`config.mk`:
```
export PLATFORM = sky130hd
export DESIGN_NAME = clic_top
export DESIGN_NICKNAME = d
export VERILOG_FILES = /design/src/source/clic_csr_pkg.sv /design/src/source/clic_priv_pkg.sv /design/src/source/clic_top.sv /design/src/source/clic_irq_controller.sv /design/src/source/clic_source_arbiter.sv /design/src/source/clic_csr_file.sv
export SDC_FILE = /design/constraint.sdc
export NUM_CORES = 1
export LEC_CHECK = 0
export BUFFER_PORTS_ARGS = -buffer_cell sky130_fd_sc_hd__buf_2
export CAP_MARGIN = 15
export CORE_ASPECT_RATIO = 1.25
export CORE_MARGIN = 2
export CORE_UTILIZATION = 40
export CTS_CLUSTER_DIAMETER = 200
export DETAILED_ROUTE_END_ITERATION = 8
export PLACE_DENSITY = 0.61
export SYNTH_ARGS = -nofsm -noshare
export SYNTH_HDL_FRONTEND = slang
export SYNTH_SLANG_ARGS = --single-unit
```
`constraint.sdc`:
```
create_clock -name clk_i -period 18.85 [get_ports clk_i]
set_input_delay 3.77 -clock clk_i [delete_from_list [all_inputs] [get_ports clk_i]]
set_output_delay 3.77 -clock clk_i [all_outputs]
set_load 0.005 [all_outputs]
```
`src/source/clic_csr_pkg.sv`:
```
/*
 * Address map of the CLIC configuration port.
 * Used for both the write strobe decode and the read mux.
 */
`default_nettype none

package clic_csr_pkg;

  // Configuration addresses
  typedef enum logic [2:0] {
    CSR_MINTTHRESH = 3'd0,  // M-mode threshold
    CSR_SINTTHRESH = 3'd1,  // S-mode threshold
    CSR_MIL        = 3'd2,  // mintstatus.mil
    CSR_SIL        = 3'd3,  // mintstatus.sil
    // Per-source fields, indexed by the source number
    CSR_SRC_IE     = 3'd4,
    CSR_SRC_LEVEL  = 3'd5,
    CSR_SRC_PRIV   = 3'd6
  } csr_addr_e;

endpackage

`default_nettype wire

```
`src/source/clic_priv_pkg.sv`:
```
/*
 * Privilege encoding and cause-word layout for the CLIC subsystem.
 * Imported by the top, the arbiter, the controller and the CSR file.
 */
`default_nettype none

package clic_priv_pkg;

  // ------------------------------------------------------------
  // Privilege levels
  // ------------------------------------------------------------
  typedef enum logic [1:0] {
    PRIV_U = 2'd0,  // User
    PRIV_S = 2'd1,  // Supervisor
    PRIV_M = 2'd3   // Machine, 2'd2 is reserved
  } priv_lvl_e;

  // Interrupt level width, also the CSR data width
  localparam int unsigned LEVEL_W = 8;

  // ------------------------------------------------------------
  // Cause word layout
  // ------------------------------------------------------------
  localparam int unsigned CAUSE_ID_W      = 16;  // ID field in bits 15..0
  localparam int unsigned CAUSE_LEVEL_LSB = 16;  // Level field starts here

endpackage

`default_nettype wire
```
`src/source/clic_top.sv`:
```
/*
 * Top level of the CLIC subsystem.
 * Connects the CSR file, the source arbiter and the interrupt controller.
 */
`timescale 1ns/1ps
`default_nettype none

module clic_top
  import clic_priv_pkg::*;
  import clic_csr_pkg::*;
#(
  parameter  int unsigned NUM_SRC = 8,
  parameter  int unsigned XLEN    = 32,
  localparam int unsigned IDX_W   = $clog2(NUM_SRC)
) (
  input  logic               clk_i,
  input  logic               rst_i,
  input  logic [NUM_SRC-1:0] irq_pending_i,
  // Core state
  input  priv_lvl_e          priv_lvl_i,
  input  logic               sie_i,
  // Configuration port
  input  logic               cfg_we_i,
  input  csr_addr_e          cfg_addr_i,
  input  logic [IDX_W-1:0]   cfg_src_i,
  input  logic [LEVEL_W-1:0] cfg_wdata_i,
  output logic [LEVEL_W-1:0] cfg_rdata_o,
  // Core side
  input  logic               irq_ready_i,
  input  logic               kill_req_i,
  input  logic               flush_i,
  output logic               irq_req_o,
  output logic [XLEN-1:0]    irq_cause_o,
  output logic               kill_ack_o
);

  // CSR file to controller
  logic [LEVEL_W-1:0] mintthresh, sintthresh, mil, sil;
  // CSR file to arbiter
  logic               src_ie_we, src_level_we, src_priv_we;
  logic [IDX_W-1:0]   src_idx;
  logic [LEVEL_W-1:0] src_wdata;
  logic               src_ie_rd;
  logic [LEVEL_W-1:0] src_level_rd;
  priv_lvl_e          src_priv_rd;
  // Arbiter to controller
  logic               irq_valid;
  logic [IDX_W-1:0]   irq_id;
  logic [LEVEL_W-1:0] irq_level;
  priv_lvl_e          irq_priv;

  clic_csr_file #(.NUM_SRC(NUM_SRC)) i_csr_file (
    .clk_i, .rst_i,
    .cfg_we_i, .cfg_addr_i, .cfg_src_i, .cfg_wdata_i,
    .src_ie_rd_i(src_ie_rd), .src_level_rd_i(src_level_rd), .src_priv_rd_i(src_priv_rd),
    .ack_i(irq_req_o), .ack_ready_i(irq_ready_i),  // Handshake qualified inside
    .ack_priv_i(irq_priv), .ack_level_i(irq_level),
    .mintthresh_o(mintthresh), .sintthresh_o(sintthresh), .mil_o(mil), .sil_o(sil),
    .src_ie_we_o(src_ie_we), .src_level_we_o(src_level_we), .src_priv_we_o(src_priv_we),
    .src_idx_o(src_idx), .src_wdata_o(src_wdata),
    .cfg_rdata_o
  );

  clic_source_arbiter #(.NUM_SRC(NUM_SRC)) i_arbiter (
    .clk_i, .rst_i,
    .pending_i(irq_pending_i),
    .ie_we_i(src_ie_we), .level_we_i(src_level_we), .priv_we_i(src_priv_we),
    .idx_i(src_idx), .wdata_i(src_wdata),
    .rd_idx_i(cfg_src_i),  // Read index straight from the port
    .rd_ie_o(src_ie_rd), .rd_level_o(src_level_rd), .rd_priv_o(src_priv_rd),
    .irq_valid_o(irq_valid), .irq_id_o(irq_id), .irq_level_o(irq_level), .irq_priv_o(irq_priv)
  );

  clic_irq_controller #(.NUM_SRC(NUM_SRC), .XLEN(XLEN)) i_controller (
    .clk_i, .rst_i,
    .clear_i(flush_i),
    .priv_lvl_i, .sie_i,
    .mintthresh_i(mintthresh), .sintthresh_i(sintthresh), .mil_i(mil), .sil_i(sil),
    .irq_valid_i(irq_valid), .irq_ready_i,
    .irq_id_i(irq_id), .irq_level_i(irq_level), .irq_priv_i(irq_priv),
    .kill_req_i, .kill_ack_o,
    .irq_req_o, .irq_cause_o
  );

endmodule

`default_nettype wire

```
`src/source/clic_irq_controller.sv`:
```
/*
 * CLIC interrupt controller.
 * Gates the selected interrupt against the effective threshold of the
 * current privilege level, packs the cause word and holds kill requests
 * off while an accepted interrupt is still in flight.
 */
`timescale 1ns/1ps
`default_nettype none

module clic_irq_controller
  import clic_priv_pkg::*;
#(
  parameter  int unsigned NUM_SRC = 8,
  parameter  int unsigned XLEN    = 32,
  localparam int unsigned IDX_W   = $clog2(NUM_SRC)
) (
  input  logic               clk_i,
  input  logic               rst_i,
  input  logic               clear_i,       // Pipeline flush
  // Core state
  input  priv_lvl_e          priv_lvl_i,
  input  logic               sie_i,
  // Thresholds and status from the CSR file
  input  logic [LEVEL_W-1:0] mintthresh_i,
  input  logic [LEVEL_W-1:0] sintthresh_i,
  input  logic [LEVEL_W-1:0] mil_i,
  input  logic [LEVEL_W-1:0] sil_i,
  // Selected interrupt
  input  logic               irq_valid_i,
  input  logic               irq_ready_i,   // Core acknowledge
  input  logic [IDX_W-1:0]   irq_id_i,
  input  logic [LEVEL_W-1:0] irq_level_i,
  input  priv_lvl_e          irq_priv_i,
  input  logic               kill_req_i,
  output logic               kill_ack_o,
  output logic               irq_req_o,
  output logic [XLEN-1:0]    irq_cause_o
);

  // ------------------------------------------------------------
  // Trigger
  // ------------------------------------------------------------
  logic [LEVEL_W-1:0] eff_mthresh;  // max(mintthresh, mil)
  logic [LEVEL_W-1:0] eff_sthresh;  // max(sintthresh, sil)

  assign eff_mthresh = (mintthresh_i > mil_i) ? mintthresh_i : mil_i;
  assign eff_sthresh = (sintthresh_i > sil_i) ? sintthresh_i : sil_i;

  always_comb begin
    irq_req_o = 1'b0;
    case (priv_lvl_i)
      PRIV_M: begin  // Only higher M-level interrupts
        irq_req_o = irq_valid_i && (irq_priv_i == PRIV_M) && (irq_level_i > eff_mthresh);
      end
      PRIV_S: begin
        if (irq_priv_i == PRIV_M) begin
          irq_req_o = irq_valid_i;  // M always preempts S
        end else if (irq_priv_i == PRIV_S) begin
          irq_req_o = irq_valid_i && sie_i && (irq_level_i > eff_sthresh);
        end
      end
      PRIV_U:  irq_req_o = irq_valid_i;  // Everything valid
      default: irq_req_o = 1'b0;
    endcase
  end

  // Cause word, top bit marks an interrupt
  always_comb begin
    irq_cause_o                                = '0;
    irq_cause_o[XLEN-1]                        = 1'b1;
    irq_cause_o[CAUSE_LEVEL_LSB +: LEVEL_W]    = irq_level_i;
    irq_cause_o[CAUSE_ID_W-1:0]                = CAUSE_ID_W'(irq_id_i);  // Zero-extended
  end

  // ------------------------------------------------------------
  // Kill control
  // ------------------------------------------------------------
  logic inflight_q;
  logic inflight_d;

  // Set on accept, drop on acknowledge or granted kill
  assign inflight_d = inflight_q ? ~(irq_ready_i | kill_ack_o) : irq_req_o;
  // Grant only when nothing is in flight or being accepted
  assign kill_ack_o = kill_req_i & ~inflight_q & ~irq_req_o;

  always_ff @(posedge clk_i) begin
    if (rst_i || clear_i) inflight_q <= 1'b0;
    else                  inflight_q <= inflight_d;
  end

endmodule

`default_nettype wire

```
`src/source/clic_source_arbiter.sv`:
```
/*
 * Per-source configuration and highest-level selection.
 * Scans all enabled pending sources each cycle and registers the
 * winner for the interrupt controller. Ties go to the lowest index.
 */
`timescale 1ns/1ps
`default_nettype none

module clic_source_arbiter
  import clic_priv_pkg::*;
#(
  parameter  int unsigned NUM_SRC = 8,
  localparam int unsigned IDX_W   = $clog2(NUM_SRC)
) (
  input  logic               clk_i,
  input  logic               rst_i,
  input  logic [NUM_SRC-1:0] pending_i,   // Level-sensitive lines
  // Configuration writes from the CSR file
  input  logic               ie_we_i,
  input  logic               level_we_i,
  input  logic               priv_we_i,
  input  logic [IDX_W-1:0]   idx_i,
  input  logic [LEVEL_W-1:0] wdata_i,
  // Configuration read-back
  input  logic [IDX_W-1:0]   rd_idx_i,
  output logic               rd_ie_o,
  output logic [LEVEL_W-1:0] rd_level_o,
  output priv_lvl_e          rd_priv_o,
  // Selected interrupt, registered
  output logic               irq_valid_o,
  output logic [IDX_W-1:0]   irq_id_o,
  output logic [LEVEL_W-1:0] irq_level_o,
  output priv_lvl_e          irq_priv_o
);

  // Per-source configuration
  logic               ie_q    [NUM_SRC];
  logic [LEVEL_W-1:0] level_q [NUM_SRC];
  priv_lvl_e          priv_q  [NUM_SRC];

  // Scan result
  logic               found;
  logic [IDX_W-1:0]   best_id;
  logic [LEVEL_W-1:0] best_level;
  priv_lvl_e          best_priv;

  // ------------------------------------------------------------
  // Configuration storage
  // ------------------------------------------------------------
  always_ff @(posedge clk_i) begin
    if (rst_i) begin
      for (int unsigned i = 0; i < NUM_SRC; i++) begin
        ie_q[i]    <= 1'b0;
        level_q[i] <= '0;
        priv_q[i]  <= PRIV_U;
      end
    end else begin
      if (ie_we_i)    ie_q[idx_i]    <= wdata_i[0];
      if (level_we_i) level_q[idx_i] <= wdata_i;
      if (priv_we_i)  priv_q[idx_i]  <= priv_lvl_e'(wdata_i[1:0]);  // Code kept as written
    end
  end

  assign rd_ie_o    = ie_q[rd_idx_i];
  assign rd_level_o = level_q[rd_idx_i];
  assign rd_priv_o  = priv_q[rd_idx_i];

  // ------------------------------------------------------------
  // Highest-level scan
  // ------------------------------------------------------------
  always_comb begin
    found      = 1'b0;
    best_id    = '0;
    best_level = '0;
    best_priv  = PRIV_U;
    for (int unsigned i = 0; i < NUM_SRC; i++) begin
      // Strictly greater keeps the lower index on a tie
      if (pending_i[i] && ie_q[i] && (!found || (level_q[i] > best_level))) begin
        found      = 1'b1;
        best_id    = IDX_W'(i);
        best_level = level_q[i];
        best_priv  = priv_q[i];
      end
    end
  end

  // Winner register, one edge of latency
  always_ff @(posedge clk_i) begin
    if (rst_i) begin
      irq_valid_o <= 1'b0;
      irq_id_o    <= '0;
      irq_level_o <= '0;
      irq_priv_o  <= PRIV_U;
    end else begin
      irq_valid_o <= found;       // Any candidate
      irq_id_o    <= best_id;
      irq_level_o <= best_level;
      irq_priv_o  <= best_priv;
    end
  end

endmodule

`default_nettype wire

```
`src/source/clic_csr_file.sv`:
```
/*
 * Threshold and interrupt-status registers of the CLIC.
 * Decodes the configuration write port, forwards source writes to the
 * arbiter as strobes and serves the combinational read port.
 */
`timescale 1ns/1ps
`default_nettype none

module clic_csr_file
  import clic_priv_pkg::*;
  import clic_csr_pkg::*;
#(
  parameter  int unsigned NUM_SRC = 8,
  localparam int unsigned IDX_W   = $clog2(NUM_SRC)
) (
  input  logic               clk_i,
  input  logic               rst_i,
  // Configuration port
  input  logic               cfg_we_i,
  input  csr_addr_e          cfg_addr_i,
  input  logic [IDX_W-1:0]   cfg_src_i,
  input  logic [LEVEL_W-1:0] cfg_wdata_i,
  // Source fields read back from the arbiter
  input  logic               src_ie_rd_i,
  input  logic [LEVEL_W-1:0] src_level_rd_i,
  input  priv_lvl_e          src_priv_rd_i,
  // Interrupt acknowledge
  input  logic               ack_i,        // Request from the controller
  input  logic               ack_ready_i,  // Ready from the core
  input  priv_lvl_e          ack_priv_i,
  input  logic [LEVEL_W-1:0] ack_level_i,
  // Thresholds and status to the controller
  output logic [LEVEL_W-1:0] mintthresh_o,
  output logic [LEVEL_W-1:0] sintthresh_o,
  output logic [LEVEL_W-1:0] mil_o,
  output logic [LEVEL_W-1:0] sil_o,
  // Source configuration writes to the arbiter
  output logic               src_ie_we_o,
  output logic               src_level_we_o,
  output logic               src_priv_we_o,
  output logic [IDX_W-1:0]   src_idx_o,
  output logic [LEVEL_W-1:0] src_wdata_o,
  output logic [LEVEL_W-1:0] cfg_rdata_o
);

  logic ack_fire;       // Handshake completes this cycle
  logic wr_mth, wr_sth; // Threshold write strobes
  logic wr_mil, wr_sil; // Status write strobes

  assign ack_fire = ack_i & ack_ready_i;
  assign wr_mth   = cfg_we_i && (cfg_addr_i == CSR_MINTTHRESH);
  assign wr_sth   = cfg_we_i && (cfg_addr_i == CSR_SINTTHRESH);
  assign wr_mil   = cfg_we_i && (cfg_addr_i == CSR_MIL);
  assign wr_sil   = cfg_we_i && (cfg_addr_i == CSR_SIL);

  // ------------------------------------------------------------
  // Registers
  // ------------------------------------------------------------
  always_ff @(posedge clk_i) begin
    if (rst_i) begin
      mintthresh_o <= '0;
      sintthresh_o <= '0;
      mil_o        <= '0;
      sil_o        <= '0;
    end else begin
      if (wr_mth) mintthresh_o <= cfg_wdata_i;
      if (wr_sth) sintthresh_o <= cfg_wdata_i;
      // Acknowledge wins over a CSR write in the same cycle
      if (ack_fire && (ack_priv_i == PRIV_M)) mil_o <= ack_level_i;
      else if (wr_mil)                        mil_o <= cfg_wdata_i;
      if (ack_fire && (ack_priv_i != PRIV_M)) sil_o <= ack_level_i;
      else if (wr_sil)                        sil_o <= cfg_wdata_i;
    end
  end

  // Source writes, applied by the arbiter on the same edge
  assign src_ie_we_o    = cfg_we_i && (cfg_addr_i == CSR_SRC_IE);
  assign src_level_we_o = cfg_we_i && (cfg_addr_i == CSR_SRC_LEVEL);
  assign src_priv_we_o  = cfg_we_i && (cfg_addr_i == CSR_SRC_PRIV);
  assign src_idx_o      = cfg_src_i;
  assign src_wdata_o    = cfg_wdata_i;

  // ------------------------------------------------------------
  // Read mux
  // ------------------------------------------------------------
  always_comb begin
    case (cfg_addr_i)
      CSR_MINTTHRESH: cfg_rdata_o = mintthresh_o;
      CSR_SINTTHRESH: cfg_rdata_o = sintthresh_o;
      CSR_MIL:        cfg_rdata_o = mil_o;
      CSR_SIL:        cfg_rdata_o = sil_o;
      CSR_SRC_IE:     cfg_rdata_o = {{(LEVEL_W-1){1'b0}}, src_ie_rd_i};
      CSR_SRC_LEVEL:  cfg_rdata_o = src_level_rd_i;
      CSR_SRC_PRIV:   cfg_rdata_o = {{(LEVEL_W-2){1'b0}}, src_priv_rd_i};  // Raw 2-bit code
      default:        cfg_rdata_o = '0;
    endcase
  end

endmodule

`default_nettype wire

```
### Word level (Yosys, flattened, before mapping)

Memory sizes are Yosys's and may differ from the RTL's.
Cells that the tools add are included.

* memory bits (writable): 88
* memories: 3
* input bits: 31
* logic and storage cells: 153
* register bits: 47

* muxes and demuxes: 62
* $lt $le $gt $ge: 11
* bitwise operators: 7
* reduce and logical (&&, ||, !) cells: 50
* equality and inequality tests: 11

Memory list
* i_arbiter.level_q: words 8, width 8, read ports 9, clocked after memory_dff 0, write ports 8, RTL line clic_source_arbiter.sv:38 `logic [LEVEL_W-1:0] level_q [NUM_SRC];`
* i_arbiter.priv_q: words 8, width 2, read ports 9, clocked after memory_dff 0, write ports 8, RTL line clic_source_arbiter.sv:39 `priv_lvl_e priv_q [NUM_SRC];`
* i_arbiter.ie_q: words 8, width 1, read ports 9, clocked after memory_dff 0, write ports 8, RTL line clic_source_arbiter.sv:37 `logic ie_q [NUM_SRC];`

Operators by type and width (number)
* 8-bit two-way mux: 15
* 8-bit greater-than comparator: 11
* 8-bit one-hot mux with 7 select lines: 1
* 1-bit logical AND: 28
* 1-bit two-way mux: 27
* 2-bit two-way mux: 11
* 3-bit two-way mux: 7
* 3-bit == test (second input constant): 3
* 1-bit logical OR: 8
* 8-bit OR reduction: 1
* 1-bit logical NOT: 7
* 3-bit by 2-bit == test with 1-bit output (second input constant): 2
* 2-bit by 1-bit == test with 1-bit output (second input constant): 2
* 2-bit == test (second input constant): 2
* 2-bit nonzero test: 2
* 1-bit AND: 3
* 3-bit by 1-bit == test with 1-bit output (second input constant): 1
* 3-bit logical NOT: 1
* 1-bit NOT: 3
* 1-bit one-hot mux with 3 select lines: 1
* 2-bit logical NOT: 1
* 2-bit inequality test (second input constant): 1
* 2-bit OR reduction: 1
* 1-bit OR: 1
* 1-bit OR reduction: 1

### Logic depth before layout (Yosys ltp)

An unclocked memory read counts as a cell.

* word-level depth: 31
* gate-level depth with buffers: 64

### Hierarchy

From an unflattened synthesis, not the netlist that was laid out.

* cell total of the unflattened synthesis: 1066
* area total of the unflattened synthesis: 10294.9 um2

By module, submodules not included
* clic_source_arbiter: instances 1, cells each 696, sequential area each 2922.8 um2, area an instance 7126.8 um2
* clic_csr_file: instances 1, cells each 210, sequential area each 640.6 um2, area an instance 1839.3 um2
* clic_irq_controller: instances 1, cells each 160, sequential area each 20.0 um2, area an instance 1328.8 um2

### Worst setup path before layout

No wires, ideal clock.

* path type: input port to flip-flop
* from: input port irq_pending_i[0]
* to: register i_arbiter.irq_priv_o[0]
* stages on the path: 59
* required time: 18.723 ns
* data arrival time: 15.074 ns
* path slack: 3.649 ns
* library setup time: 0.127 ns
* path through: and2_1 > buf_6 > nand2_1 > ha_1 > a211o_1 > o211ai_2 > a32o_1 > nor3_4 > buf_4 > a22oi_1 > ha_1 > and4b_1 > a211oi_1 > o21bai_1 > a21o_1 > clkbuf_1 > a221oi_1 > or2_2 > [23 not listed] > mux2i_1 > ha_1 > a21o_1 > a2111oi_4 > nor3_2 > o311ai_4 > buf_6 > mux2i_1 > or2_2 > ha_1 > o21ai_0 > a21oi_1 > o31ai_1 > a22oi_1 > o21bai_2 > inv_1 > a2111oi_2 > nor3_2

* longest elaborated chain between the ends: 30

RTL lines
* start: declaration: RTL line clic_top.sv:18 `input logic [NUM_SRC-1:0] irq_pending_i,`
* 1-bit logical AND (*): RTL line clic_source_arbiter.sv:78 `if (pending_i[i] && ie_q[i] && (!found || (level_q[i] > best_level))) begin`
* 8-bit two-way mux or 1-bit two-way mux (tied branches): RTL line clic_source_arbiter.sv:78
* 8-bit greater-than comparator or 1-bit logical NOT (tied branches): RTL line clic_source_arbiter.sv:78
* 1-bit logical OR: RTL line clic_source_arbiter.sv:78
* 1-bit logical AND: RTL line clic_source_arbiter.sv:78
* 8-bit two-way mux or 1-bit two-way mux (tied branches): RTL line clic_source_arbiter.sv:78
* 8-bit greater-than comparator or 1-bit logical NOT (tied branches): RTL line clic_source_arbiter.sv:78
* 1-bit logical OR: RTL line clic_source_arbiter.sv:78
* [14 not listed]
* 8-bit greater-than comparator or 1-bit logical NOT (tied branches): RTL line clic_source_arbiter.sv:78
* 1-bit logical OR: RTL line clic_source_arbiter.sv:78
* 1-bit logical AND: RTL line clic_source_arbiter.sv:78
* 8-bit two-way mux or 1-bit two-way mux (tied branches): RTL line clic_source_arbiter.sv:78
* 8-bit greater-than comparator or 1-bit logical NOT (tied branches): RTL line clic_source_arbiter.sv:78
* 1-bit logical OR: RTL line clic_source_arbiter.sv:78
* 1-bit logical AND: RTL line clic_source_arbiter.sv:78
* 2-bit two-way mux (*): RTL line clic_source_arbiter.sv:78
* end signal: assignment: RTL line clic_source_arbiter.sv:98 `irq_priv_o <= best_priv;`
* end: declaration: RTL line clic_source_arbiter.sv:33 `output priv_lvl_e irq_priv_o`

Mark *: on every way between the ends. The rest lies on a longest branch, timed or not.
A chain may end at the register's enable or synchronous reset.

### Final worst setup path

Ends and elaborated chain as after synthesis.

==> flow_metrics.env <==
export IMPL_synth_top_cell_area_share_pct=26.9
export IMPL_ioPinCount=73
export IMPL_grt_pass1_vias=8211
export IMPL_slew_viol_final=0
export IMPL_max_freq_mhz=57.8
export IMPL_cts_path_max_buffers=2
export IMPL_cpPeakStageDelay_ps=770
export IMPL_p_switching_uw=320
export IMPL_gp_congestion=1.00
export IMPL_port_buffers=51
export IMPL_cts_hold_buf=0
export IMPL_hp_start="i_csr_file.mintthresh_o[2]"
export IMPL_wirelength_um=33700
export IMPL_finalHoldViolCount=0
export IMPL_synthFlopType="edfxtp_1"
export IMPL_grt_util_all_layers_pct=26.6
export IMPL_antenna_found_initial=0
export IMPL_path_buf_inv=6
export IMPL_power_frac_seq_pct=38.7
export IMPL_synth_area_um2=9830
export IMPL_grt_pass1_wl_um=49900
export IMPL_ys_ff_latch=135
export IMPL_dr_pass1_iters=5
export IMPL_leakagePower_nw=4.34
export IMPL_period_share_pct=91.8
export IMPL_yosysMostFrequentCell="nor2_1"
export IMPL_critPathLaunchType="input port"
export IMPL_die_h_um=179
export IMPL_r2r_start="i_arbiter.ie_q[0]"
export IMPL_fin_cells=1429
export IMPL_finalSetupViolCount=0
export IMPL_cts_tree="built"
export IMPL_drive_above_1_share_pct=13.6
export IMPL_asyncSetResetFlopFracSynth_pct=0
export IMPL_period_needed_ps=17300
export IMPL_worstPathMaxFanout=23
export IMPL_clock_sinks=135
export IMPL_skew_ps=11.2
export IMPL_post_cts_buffers=0
export IMPL_clk_latency_ps=430
export IMPL_synth_top_area_cell="edfxtp_1"
export IMPL_power_uw=942
export IMPL_drt_iter0_drc=724
export IMPL_min_path_type="reg2reg"
export IMPL_synth_area_leaders="edfxtp_1, ha_1, dfxtp_1, and2_1, nor2_1"
export IMPL_drc=0
export IMPL_required_ps=19140
export IMPL_via_per_inst=5.96
export IMPL_status="completed"
export IMPL_setup_worst_path_class="in2reg"
export IMPL_p_int_uw=622
export IMPL_yosys_warnings=0
export IMPL_fp_row_count=64
export IMPL_p_clk_share_pct=35.3
export IMPL_power_frac_comb_pct=26.0
export IMPL_chipWidth_um=144
export IMPL_ys_seq_area_share_pct=36.5
export IMPL_critical_path_arrival_ps=17580
export IMPL_cts_max_level=4
export IMPL_tightest_slew_ps=995
export IMPL_dp_cells=1396
export IMPL_core_area_um2=24300
export IMPL_numCtsBuffers=17
export IMPL_syn_avg_cell_area_um2=9.23
export IMPL_synth_edff_count=88
export IMPL_cap_violations=0
export IMPL_cts_resized=0
export IMPL_root_buffer="clkbuf_16"
export IMPL_cp_slowest_cell="a21oi_1"
export IMPL_cp_common_cell="ha_1"
export IMPL_powerDensity_nw_per_um2=87.3
export IMPL_die_area_um2=25800
export IMPL_sw_frac_of_total_pct=34.0
export IMPL_wl_per_cell_um=23.6
export IMPL_synth_common_cells="nor2_1, nand2_1, edfxtp_1, ha_1, and2_1"
export IMPL_crit_start="irq_pending_i[0]"
export IMPL_ir_drop_uv=58.4
export IMPL_dp_hpwl_um=25400
export IMPL_cp_top_family="compound AO/OA/AOI/OAI gates"
export IMPL_finalNetCount=1205
export IMPL_start_util_pct=40.4
export IMPL_cts_reportedPaths_clkPinSlew_ps=70
export IMPL_crit_path_end_kind="flip-flop"
export IMPL_antennaDiodeCount=0
export IMPL_synth_cell_types=77
export IMPL_rsz0062_at_grt="no"
export IMPL_overflow=0
export IMPL_grt_start_max_net_pins=75
export IMPL_vias=8516
export IMPL_tns_ps=0
export IMPL_maxSlewHeadroom_pct=33.6
export IMPL_syn_inst=1064
export IMPL_area_growth_pct=9.83
export IMPL_drt_antenna_violating_nets=0
[through the flow]
stage / cell area (um2) / hold slack, ps / utilization (%) / setup WS [ps]
after detailed placement: 10200 / 496 / 41.9 / 889
after global placement: 10200 / 493 / 41.9 / 1050
after global routing: 10800 / 519 / 44.3 / 413
final: 10800 / 509 / 44.3 / 1550
after CTS: 10800 / 509 / 44.3 / 1270
after floorplan: 9900 / 457 / - / 3650
[power groups by stage]
stage	clock network, mW	registers, mW	logic (mW)
2_1_floorplan	0	0.353	0.180
3_3_place_gp	0	0.370	0.237
3_5_place_dp	0	0.369	0.240
4_1_cts	0.336	0.363	0.242
5_1_grt	0.346	0.365	0.272
6_report	0.332	0.365	0.245
[sequential cells by signal, indices dropped and copies added, names as in the netlist]
name and count:
i_controller.inflight_q 1, i_arbiter.irq_level_o 8, i_arbiter.irq_priv_o 2, i_csr_file.mintthresh_o 8, i_csr_file.sil_o 8, i_arbiter.ie_q 8
i_arbiter.irq_valid_o 1, i_csr_file.sintthresh_o 8, i_arbiter.priv_q 16, i_arbiter.level_q 64, i_arbiter.irq_id_o 3, i_csr_file.mil_o 8
[cell families after synthesis]
family          after synthesis  share of synthesized area [%]
compound gates              253                           18.5
other cells                   2                         0.0764
fa+ha+maj                    88                           11.2
flops                       135                           36.5
simple gates                411                           21.4
buf+inv                     118                           5.88
mux                          57                           6.48
[worst register-to-register path: cells and delay by family (launching register included)]
family | cells | cell delay [ps]
flip-flops | 1 | 460
adder cells (fa/ha/maj) | 7 | 2060
AO/OA/AOI/OAI | 27 | 7180
multiplexers | 1 | 240
AND/OR/NAND/NOR | 14 | 3040
buffers and inverters | 5 | 1220
[area by class of cell]
class | instances | area [um2]
sequential | 135 | 3580
inverter | 44 | 165
fill | 2395 | 13600
clock buffer | 17 | 425
multi-input combinational | 830 | 5740
clock inverter | 15 | 158
timing repair buffer | 58 | 312
tap | 330 | 413
[path summary, 6_finish.rpt]
check                               end  slack [ps]  cells past startpoint
min reg2reg  i_csr_file.mintthresh_o[2]         510                      2
max reg2reg     i_arbiter.irq_priv_o[0]        4520                     54
max             i_arbiter.irq_priv_o[0]        1550                     55
min          i_csr_file.mintthresh_o[2]         510                      2
[routing by layer]
layer | GRT usage (%) | up-vias | share of wire, %
met2 | 46.3 | 415 | 50
met5 | 0 | - | 0
li1 | - | 3903 | -
met4 | 12.0 | 0 | 4.2
met3 | 4.62 | 102 | 6.4
met1 | 32.0 | 4096 | 40
[placed cells by master (no fill, tap or decap), types with 8 or more instances in the layout]
| cell type | count |
|---|---|
| nor2_1 | 111 |
| or2_2 | 17 |
| a21o_1 | 16 |
| nor2b_1 | 17 |
| o21bai_1 | 9 |
| conb_1 | 21 |
| nor3_1 | 9 |
| edfxtp_1 | 88 |
| o31a_1 | 8 |
| a211oi_1 | 12 |
| a221oi_1 | 11 |
| o21ai_0 | 25 |
| mux2i_1 | 40 |
| mux2_2 | 13 |
| and2_1 | 71 |
| nand2_1 | 99 |
| dfxtp_1 | 47 |
| nand4_1 | 19 |
| a21oi_1 | 67 |
| nand2b_1 | 15 |
| inv_1 | 44 |
| a22oi_1 | 40 |
| ha_1 | 88 |
| nor3b_1 | 8 |
| clkbuf_16 | 17 |
| buf_2 | 51 |
| nand3_1 | 16 |
(Power assumes the default switching activity.)
